--- config.mk ---
export PLATFORM = sky130hd
export DESIGN_NAME = mrelbp_ci
export DESIGN_NICKNAME = d
export VERILOG_FILES = /design/src/logic/ci_pkg.sv /design/src/logic/ci_column_adder.sv /design/src/logic/ci_controller.sv /design/src/logic/ci_window_sum.sv /design/src/logic/mrelbp_ci.sv
export SDC_FILE = /design/constraint.sdc
export NUM_CORES = 1
export LEC_CHECK = 0
export BUFFER_PORTS_ARGS = -buffer_cell sky130_fd_sc_hd__buf_2
export CAP_MARGIN = 10
export CORE_MARGIN = 4
export CORE_UTILIZATION = 66
export CTS_CLUSTER_SIZE = 16
export DETAILED_ROUTE_END_ITERATION = 6
export GPL_ROUTABILITY_DRIVEN = 0
export PLACE_DENSITY = 0.87
export SLEW_MARGIN = 5
export SYNTH_ARGS = -nofsm -noshare
export SYNTH_HDL_FRONTEND = slang
export SYNTH_SLANG_ARGS = --single-unit
--- constraint.sdc ---
create_clock -name clk -period 11.25 [get_ports clk]
set_input_delay 2.25 -clock clk [delete_from_list [all_inputs] [get_ports clk]]
set_output_delay 2.25 -clock clk [all_outputs]
set_load 0.01 [all_outputs]
--- src/logic/ci_pkg.sv ---
`default_nettype none

package ci_pkg;

  // Window geometry for radius 6
  localparam int WIN = 13;
  localparam int WIN_AREA = WIN * WIN;  // Multiplier applied to the center pixel
  localparam int CENTER_IDX = WIN / 2;

  // One strip of the image is WIN rows high
  localparam int COLS_MAX = 15;
  localparam int ROWS_MAX = 15;  // Gives ROWS_MAX - 12 strips

  // Data path and counter widths
  localparam int PIX_W = 8;
  localparam int COL_SUM_W = 12;  // 13 x 255 fits
  localparam int WIN_SUM_W = 16;  // 169 x 255 fits
  localparam int CNT_W = 10;

  typedef logic [CNT_W-1:0] cnt_t;
  typedef logic [COL_SUM_W-1:0] col_sum_t;
  typedef logic [WIN_SUM_W-1:0] win_sum_t;

  typedef enum logic [1:0] {
    ST_IDLE,
    ST_STRIP,
    ST_DONE
  } ctrl_state_t;

endpackage

`default_nettype wire

--- src/logic/ci_column_adder.sv ---
`timescale 1ns/1ps
`default_nettype none

module ci_column_adder (
  input  wire logic                        clk,
  input  wire logic                        rst_n,
  input  wire logic [ci_pkg::PIX_W-1:0]    s1,
  input  wire logic [ci_pkg::PIX_W-1:0]    s2,
  input  wire logic [ci_pkg::PIX_W-1:0]    s3,
  input  wire logic [ci_pkg::PIX_W-1:0]    s4,
  input  wire logic [ci_pkg::PIX_W-1:0]    s5,
  input  wire logic [ci_pkg::PIX_W-1:0]    s6,
  input  wire logic [ci_pkg::PIX_W-1:0]    s7,
  input  wire logic [ci_pkg::PIX_W-1:0]    s8,
  input  wire logic [ci_pkg::PIX_W-1:0]    s9,
  input  wire logic [ci_pkg::PIX_W-1:0]    s10,
  input  wire logic [ci_pkg::PIX_W-1:0]    s11,
  input  wire logic [ci_pkg::PIX_W-1:0]    s12,
  input  wire logic [ci_pkg::PIX_W-1:0]    s13,
  output logic      [ci_pkg::COL_SUM_W-1:0] col_sum,
  output logic      [ci_pkg::PIX_W-1:0]    col_center
);

  logic [ci_pkg::PIX_W:0]   pair_a, pair_b, pair_c, pair_d, pair_e, pair_f;
  logic [ci_pkg::PIX_W+1:0] quad_a, quad_b, quad_c;
  logic [ci_pkg::PIX_W+2:0] oct_a;
  ci_pkg::col_sum_t         tree_sum;

  // Balanced tree where s13 joins at the last level
  always_comb begin
    pair_a = {1'b0, s1} + {1'b0, s2};
    pair_b = {1'b0, s3} + {1'b0, s4};
    pair_c = {1'b0, s5} + {1'b0, s6};
    pair_d = {1'b0, s7} + {1'b0, s8};
    pair_e = {1'b0, s9} + {1'b0, s10};
    pair_f = {1'b0, s11} + {1'b0, s12};
    quad_a = {1'b0, pair_a} + {1'b0, pair_b};
    quad_b = {1'b0, pair_c} + {1'b0, pair_d};
    quad_c = {1'b0, pair_e} + {1'b0, pair_f};
    oct_a  = {1'b0, quad_a} + {1'b0, quad_b};
    tree_sum = ci_pkg::col_sum_t'(oct_a) + ci_pkg::col_sum_t'(quad_c)
             + ci_pkg::col_sum_t'(s13);
  end

  always_ff @(posedge clk or negedge rst_n) begin
    if (!rst_n) begin
      col_sum    <= '0;
      col_center <= '0;
    end else begin
      col_sum    <= tree_sum;
      col_center <= s7;  // Middle row of the strip
    end
  end

endmodule

`default_nettype wire

--- src/logic/ci_controller.sv ---
`timescale 1ns/1ps
`default_nettype none

module ci_controller (
  input  wire logic clk,
  input  wire logic rst_n,
  input  wire logic done_i,
  output logic      shift_en,
  output logic      clear_en,
  output logic      win_valid,
  output logic      image_done
);

  ci_pkg::ctrl_state_t state;
  ci_pkg::cnt_t        col_cnt;
  ci_pkg::cnt_t        strip_cnt;
  logic                accept;
  logic                last_col;
  logic                last_strip;
  logic                win_pend;
  logic                last_pend;

  always_comb begin
    accept     = done_i && (state != ci_pkg::ST_DONE);  // Columns after the image are dropped
    last_col   = col_cnt == ci_pkg::cnt_t'(ci_pkg::COLS_MAX - 1);
    last_strip = strip_cnt == ci_pkg::cnt_t'(ci_pkg::ROWS_MAX - ci_pkg::WIN);
  end

  always_ff @(posedge clk or negedge rst_n) begin
    if (!rst_n) begin
      state <= ci_pkg::ST_IDLE;
    end else begin
      case (state)
        ci_pkg::ST_IDLE: begin
          if (done_i) begin
            state <= ci_pkg::ST_STRIP;
          end
        end
        ci_pkg::ST_STRIP: begin
          if (done_i && last_col && last_strip) begin
            state <= ci_pkg::ST_DONE;
          end
        end
        default: state <= ci_pkg::ST_DONE;  // Held until reset
      endcase
    end
  end

  always_ff @(posedge clk or negedge rst_n) begin
    if (!rst_n) begin
      col_cnt   <= '0;
      strip_cnt <= '0;
    end else if (accept) begin
      if (last_col) begin
        col_cnt   <= '0;
        strip_cnt <= last_strip ? '0 : strip_cnt + ci_pkg::cnt_t'(1);
      end else begin
        col_cnt <= col_cnt + ci_pkg::cnt_t'(1);
      end
    end
  end

  // Decisions are taken on the accepted column and issued a cycle later so
  // that they line up with the registered column sum
  always_ff @(posedge clk or negedge rst_n) begin
    if (!rst_n) begin
      shift_en   <= 1'b0;
      clear_en   <= 1'b0;
      win_pend   <= 1'b0;
      last_pend  <= 1'b0;
      win_valid  <= 1'b0;
      image_done <= 1'b0;
    end else begin
      shift_en   <= accept;
      clear_en   <= accept && (col_cnt == '0);
      win_pend   <= accept && (col_cnt >= ci_pkg::cnt_t'(ci_pkg::WIN - 1));
      last_pend  <= accept && last_col && last_strip;
      win_valid  <= win_pend;  // Window sum settles on this edge
      image_done <= last_pend;
    end
  end

  a_col_range : assert property (
    @(posedge clk) disable iff (!rst_n)
    col_cnt < ci_pkg::cnt_t'(ci_pkg::COLS_MAX)
  ) else $error("Column counter out of range %0d", col_cnt);

  a_valid_after_shift : assert property (
    @(posedge clk) disable iff (!rst_n)
    win_valid |-> $past(shift_en)
  ) else $error("Window valid without a preceding shift");

endmodule

`default_nettype wire

--- src/logic/ci_window_sum.sv ---
`timescale 1ns/1ps
`default_nettype none

module ci_window_sum (
  input  wire logic                         clk,
  input  wire logic                         rst_n,
  input  wire logic                         shift_en,
  input  wire logic                         clear_en,
  input  wire logic [ci_pkg::COL_SUM_W-1:0] col_sum,
  input  wire logic [ci_pkg::PIX_W-1:0]     col_center,
  output logic      [ci_pkg::WIN_SUM_W-1:0] win_sum,
  output logic      [ci_pkg::PIX_W-1:0]     win_center
);

  // Entry 0 holds the newest column
  ci_pkg::col_sum_t         sum_hist    [ci_pkg::WIN];
  logic [ci_pkg::PIX_W-1:0] center_hist [ci_pkg::CENTER_IDX+1];
  ci_pkg::win_sum_t         next_sum;

  // Add the arriving column and drop the one that leaves the window
  always_comb begin
    next_sum = win_sum + ci_pkg::win_sum_t'(col_sum)
             - ci_pkg::win_sum_t'(sum_hist[ci_pkg::WIN-1]);
  end

  always_ff @(posedge clk or negedge rst_n) begin
    if (!rst_n) begin
      win_sum <= '0;
    end else if (shift_en) begin
      if (clear_en) begin
        win_sum <= ci_pkg::win_sum_t'(col_sum);  // First column of a strip
      end else begin
        win_sum <= next_sum;
      end
    end
  end

  always_ff @(posedge clk) begin
    if (shift_en) begin
      sum_hist[0] <= col_sum;
      for (int i = 1; i < ci_pkg::WIN; i++) begin
        // Zeroed history makes the subtraction a no-op for the first columns
        sum_hist[i] <= clear_en ? '0 : sum_hist[i-1];
      end
    end
  end

  // Delay line that carries each column center six shifts along
  always_ff @(posedge clk) begin
    if (shift_en) begin
      center_hist[0] <= col_center;
      for (int i = 1; i <= ci_pkg::CENTER_IDX; i++) begin
        center_hist[i] <= center_hist[i-1];
      end
    end
  end

  assign win_center = center_hist[ci_pkg::CENTER_IDX];  // Column six back from the newest

  // The running sum must stay within a full window of white pixels
  a_win_sum_bound : assert property (
    @(posedge clk) disable iff (!rst_n)
    win_sum <= ci_pkg::win_sum_t'(ci_pkg::WIN_AREA * ((1 << ci_pkg::PIX_W) - 1))
  ) else $error("Window sum %0d exceeds the largest possible window", win_sum);

endmodule

`default_nettype wire

--- src/logic/mrelbp_ci.sv ---
`timescale 1ns/1ps
`default_nettype none

module mrelbp_ci (
  input  wire logic                     clk,
  input  wire logic                     rst_n,
  input  wire logic                     done_i,
  input  wire logic [ci_pkg::PIX_W-1:0] s1,
  input  wire logic [ci_pkg::PIX_W-1:0] s2,
  input  wire logic [ci_pkg::PIX_W-1:0] s3,
  input  wire logic [ci_pkg::PIX_W-1:0] s4,
  input  wire logic [ci_pkg::PIX_W-1:0] s5,
  input  wire logic [ci_pkg::PIX_W-1:0] s6,
  input  wire logic [ci_pkg::PIX_W-1:0] s7,
  input  wire logic [ci_pkg::PIX_W-1:0] s8,
  input  wire logic [ci_pkg::PIX_W-1:0] s9,
  input  wire logic [ci_pkg::PIX_W-1:0] s10,
  input  wire logic [ci_pkg::PIX_W-1:0] s11,
  input  wire logic [ci_pkg::PIX_W-1:0] s12,
  input  wire logic [ci_pkg::PIX_W-1:0] s13,
  output logic                          ci_o,
  output logic                          done_o,
  output logic                          progress_done_o
);

  logic                         shift_en;
  logic                         clear_en;
  logic                         win_valid;
  logic                         image_done;
  logic [ci_pkg::COL_SUM_W-1:0] col_sum;
  logic [ci_pkg::PIX_W-1:0]     col_center;
  logic [ci_pkg::WIN_SUM_W-1:0] win_sum;
  logic [ci_pkg::PIX_W-1:0]     win_center;
  ci_pkg::win_sum_t             center_scaled;

  ci_controller i_controller (
    .clk        (clk),
    .rst_n      (rst_n),
    .done_i     (done_i),
    .shift_en   (shift_en),
    .clear_en   (clear_en),
    .win_valid  (win_valid),
    .image_done (image_done)
  );

  ci_column_adder i_column_adder (
    .clk        (clk),
    .rst_n      (rst_n),
    .s1         (s1),
    .s2         (s2),
    .s3         (s3),
    .s4         (s4),
    .s5         (s5),
    .s6         (s6),
    .s7         (s7),
    .s8         (s8),
    .s9         (s9),
    .s10        (s10),
    .s11        (s11),
    .s12        (s12),
    .s13        (s13),
    .col_sum    (col_sum),
    .col_center (col_center)
  );

  ci_window_sum i_window_sum (
    .clk        (clk),
    .rst_n      (rst_n),
    .shift_en   (shift_en),
    .clear_en   (clear_en),
    .col_sum    (col_sum),
    .col_center (col_center),
    .win_sum    (win_sum),
    .win_center (win_center)
  );

  // Center times area against the sum avoids dividing by the window size
  assign center_scaled = ci_pkg::win_sum_t'(win_center) * ci_pkg::win_sum_t'(ci_pkg::WIN_AREA);

  always_ff @(posedge clk or negedge rst_n) begin
    if (!rst_n) begin
      ci_o            <= 1'b0;
      done_o          <= 1'b0;
      progress_done_o <= 1'b0;
    end else begin
      done_o          <= win_valid;
      progress_done_o <= image_done;  // Lands with the final done_o
      if (win_valid) begin
        ci_o <= center_scaled >= win_sum;
      end
    end
  end

endmodule

`default_nettype wire

==> results.md <==
Status:
- The flow ran to the end, and the final reports show no timing, DRC or antenna violations.

Power and ir drop:
- In this run, flip-flops and latches consume 32.8% of the power.
- IR analysis of the VDD net gives a maximum drop of 0.279 mV.
- The clock network burns 26.6% of the power.
- Cell internal power was estimated by the tool at 2.34 mW.
- The analysis attributes to net switching a power of 1.29 mW.
- The share of total power dissipated in combinational logic is 40.6%.
- The power density over the cells is 215 nW/um^2.
- For this design the static power due to leakage is 7.48 nW.
- Net switching is 35.6% of the power.
- The total power is 3.63 mW.

STA:
- The worst max-slew margin expressed relative to the limit is 34.5%.
- The max-slew violation total from the final report is 0.
- The number of hold violations in the final report was 0.
- Derived from the worst setup path, the maximum achievable clock frequency is 150 MHz.
- The shortest period the worst path allows is 6.64 ns.
- After routing, the total negative slack on setup checks comes to 0 ns.
- The worst path uses 59.1% of the clock period.
- For the pin with the worst max-slew slack, the measured transition is 0.982 ns.
- Setup repair after global routing left no endpoint under its margin.
- The count of endpoints failing setup in the final report is 0.
- Between clock sinks in the finished design, the worst skew comes to 0.0165 ns.

Route:
- The first detailed-routing pass ran for 5 iterations.
- The starting DRC count in detailed routing is 536.
- The detail route stage leaves a number of antenna-violating nets equal to 0.
- For this block, the via count after detailed routing is 8751.
- After detailed routing, the average wire length per cell comes to 16.7 um.
- The detail-routed via count per cell is 5.43.
- The aggregate routed wire length is 27.0 mm.
- After detailed routing, the number of remaining DRC violations is 0.

Die:
- The floorplan step set the die height to 159 um.
- The region available for standard cell placement spans 22100 sq um.
- The initial core utilization is 68.1%.
- The top-level I/O count is 110.
- The total number of placement rows is 54.
- The die covers 25300 sq um.
- The floorplan step set the die width to 159 um.

Synth:
- Yosys attributes the largest share of cell area to sky130_fd_sc_hd__edfxtp_1, sky130_fd_sc_hd__fa_1, sky130_fd_sc_hd__dfrtp_1, sky130_fd_sc_hd__ha_1, sky130_fd_sc_hd__inv_1.
- In this run, synthesis inferred 212 flip-flops with an integrated enable.
- The synthesis warning total is 0.
- Counting every instance in the synthesized netlist gives 1189.
- The post-synthesis async set-or-reset flop share is 24.0%.
- The share of the Yosys chip area taken by registers is 53.4%.
- The post-synthesis net count is 1493.
- The share of synthesized area in the top cell type comes to 42.3%.
- The average size of a mapped cell is 12.7 sq um.
- The summed instance area of the synthesized netlist is 15100 sq um.
- The synthesized netlist contains 53 unique library cells.
- sky130_fd_sc_hd__edfxtp_1 takes more of the synthesized area than any other cell.
- Among all flip-flop cells after synthesis, the most frequent one is sky130_fd_sc_hd__edfxtp_1.
- The synthesized design contains 279 register bits.

GRT:
- The global-route wire length before repair is 44.1 mm.
- The global route total overflow is 0.
- The number of antenna violations at the first check in global routing is 0.
- The number of global-route vias before repair is 9419.
- In the global route stage, overall resource usage came out at 21.4%.
- Entering global routing, the biggest net connects 179 pins.

Clock tree:
- Hold repair after CTS inserted 0 buffers.
- CTS built an H-tree with a depth of 1.
- The post-CTS repair timing setup buffer count is 0.
- In this run, CTS created clock tree buffers numbering 28.
- CTS placed an instance of sky130_fd_sc_hd__clkbuf_16 at the clock tree root.
- TritonCTS built the clock tree.
- The number of gates resized after CTS is 0.
- The source-to-sink clock delay at the later pin of the worst-skew pair is 0.53 ns.
- The clock drives 279 sinks.
- After clock tree synthesis, the clock-pin slew on the worst setup and hold paths is 0.06 ns.
- The maximum clock path buffer count is 3.

Critical path:
- In this design, the stage delay of the slowest critical-path cell is 0.57 ns.
- The worst setup path is of the input port to flop kind.
- Walking the worst path, the cells encountered are buf_2, inv_1, fa_1, inv_1, fa_1, fa_1, fa_1, inv_1, fa_1, inv_1, ha_1, inv_1, fa_1, nor2b_1, o21ai_0, a21boi_0, o21ai_0, a21oi_1, xor2_1.
- The endpoint arrival time on the critical path is 7.09 ns.
- The largest fanout on the critical path is 2.
- The type of origin of the critical path is an input port.
- The slowest stage of the critical path is the sky130_fd_sc_hd__fa_1 cell.
- For the worst setup path, the data required time is 11.70 ns.
- The most common cell type on the critical path is sky130_fd_sc_hd__fa_1.
- Broken down by cell family, the worst path's largest delay share belongs to adder cells.
- STA classifies the critical path endpoint as a flop.
- The number of buffers and inverters on the critical path is 6.

Min path:
- The kind of path behind the tightest hold check is flop to flop.

Place:
- The detailed placement HPWL is 18.4 mm.
- The count of input and output buffers is 109.

Layout:
- At the end of the flow, the number of nets in the layout was 1613.
- The area growth from synthesis to layout is 12.1%.
- The repair_antennas step left the layout with diodes totalling 0.
- The ratio of cells with drive above 1 in the final layout is 13.0%.
- After filler insertion, the fill cell instance count of the layout stands at 1289.

Run:
- Max-cap violations in this run came to 0.
## sequential cells by signal (all words and copies together) (netlist names)
| register | flops |
|---|---|
| done_o | 1 |
| i_controller.state | 2 |
| i_column_adder.col_sum | 12 |
| progress_done_o | 1 |
| i_column_adder.col_center | 8 |
| i_controller.win_valid | 1 |
| ci_o | 1 |
| i_controller.clear_en | 1 |
| i_window_sum.win_sum | 16 |
| i_window_sum.center_hist | 56 |
| i_controller.win_pend | 1 |
| i_controller.strip_cnt | 10 |
| i_controller.image_done | 1 |
| i_window_sum.sum_hist | 156 |
| i_controller.col_cnt | 10 |
| i_controller.shift_en | 1 |
| i_controller.last_pend | 1 |
## cells by family (layout without fill, tap and decap cells)
kind of cell,count (synthesis),in the layout,synth area share (%)
and+or+nand+nor,285,285,10.7
DFF,279,279,53.4
buffers and inverters,275,417,6.86
adders and majority gates,197,197,21.6
AOI/OAI and AO/OA,115,115,5.22
xor gates and xnor gates,37,37,2.15
muxes,1,1,0.0665
## metrics by stage
stage / instance area [sq um] / utilization (%) / worst slack, ns / hold slack, ns / instances
2_1_floorplan: 15100 / - / 4.54 / 0.331 / 1189
3_3_place_gp: 15900 / 72.0 / 4.45 / 0.333 / 1559
3_5_place_dp: 15900 / 72.0 / 4.18 / 0.337 / 1559
4_1_cts: 16900 / 76.4 / 4.65 / 0.345 / 1611
5_1_grt: 16900 / 76.4 / 4.48 / 0.355 / 1611
6_report: 16900 / 76.4 / 4.61 / 0.341 / 1611
## routing by layer
metal  wire length, um  track usage [%]
met1             10500             26.5
met2             14000             37.7
met3              1370             3.47
met4              1030             8.99
met5                 0                0
## cell usage after synthesis (10+ instances only)
master,number
sky130_fd_sc_hd__inv_1,252
sky130_fd_sc_hd__edfxtp_1,212
sky130_fd_sc_hd__nor2b_1,149
sky130_fd_sc_hd__fa_1,104
sky130_fd_sc_hd__ha_1,93
sky130_fd_sc_hd__dfrtp_1,67
sky130_fd_sc_hd__nand2_1,41
sky130_fd_sc_hd__nor2_1,40
sky130_fd_sc_hd__a21oi_1,31
sky130_fd_sc_hd__xnor2_1,25
sky130_fd_sc_hd__clkbuf_1,21
sky130_fd_sc_hd__o21ai_0,21
sky130_fd_sc_hd__nand4_1,12
sky130_fd_sc_hd__xor2_1,12
sky130_fd_sc_hd__a21o_1,10
## worst paths after layout
check | slack [ns] | endpoint | from | cells past startpoint
min in group asynchronous | 1.88 | i_window_sum.win_sum[15] | rst_n | 1
setup / recovery | 4.61 | i_column_adder.col_sum[10] | s1[2] | 19
max in group asynchronous | 8.62 | i_controller.shift_en | rst_n | 1
hold / removal | 0.34 | progress_done_o | i_controller.image_done | 0
setup reg to reg | 6.92 | ci_o | i_window_sum.center_hist[6][0] | 15
hold reg to reg | 0.34 | progress_done_o | i_controller.image_done | 0
## cell type report
class	count	area, sq um	share of cell area, %
sequential	279	8050	47.7
multi-input combinational	635	5980	35.4
inverter	254	953	5.65
clock buffer	33	751	4.45
timing repair buffer	111	576	3.41
tap	280	350	2.08
clock inverter	19	215	1.28
## power by group through the flow
stage	Combinational (mW)	Sequential [mW]	Clock [mW]
after floorplan	1.07	1.19	0
after global placement	1.31	1.21	0
after detailed placement	1.43	1.21	0
after CTS	1.49	1.19	0.980
after global routing	1.65	1.20	1.02
final	1.48	1.19	0.965
## placed cells by master, fill, tap and decap left out, drive strengths merged, types with 5 or more instances in the layout
cell        n
nor2       40
clkbuf     33
xor2       12
nand2      42
buf       111
clkinvlp    5
nor3       10
edfxtp    212
o211ai      7
fa        104
ha         93
o211a       5
a21o       10
nand2b      5
a211oi      6
inv       253
xnor2      25
o21ai      23
nand4      13
nand3       7
nor4        6
nor2b     149
clkinv     11
and3        5
dfrtp      67
a21oi      32
Power figures use the tool's default switching activity.
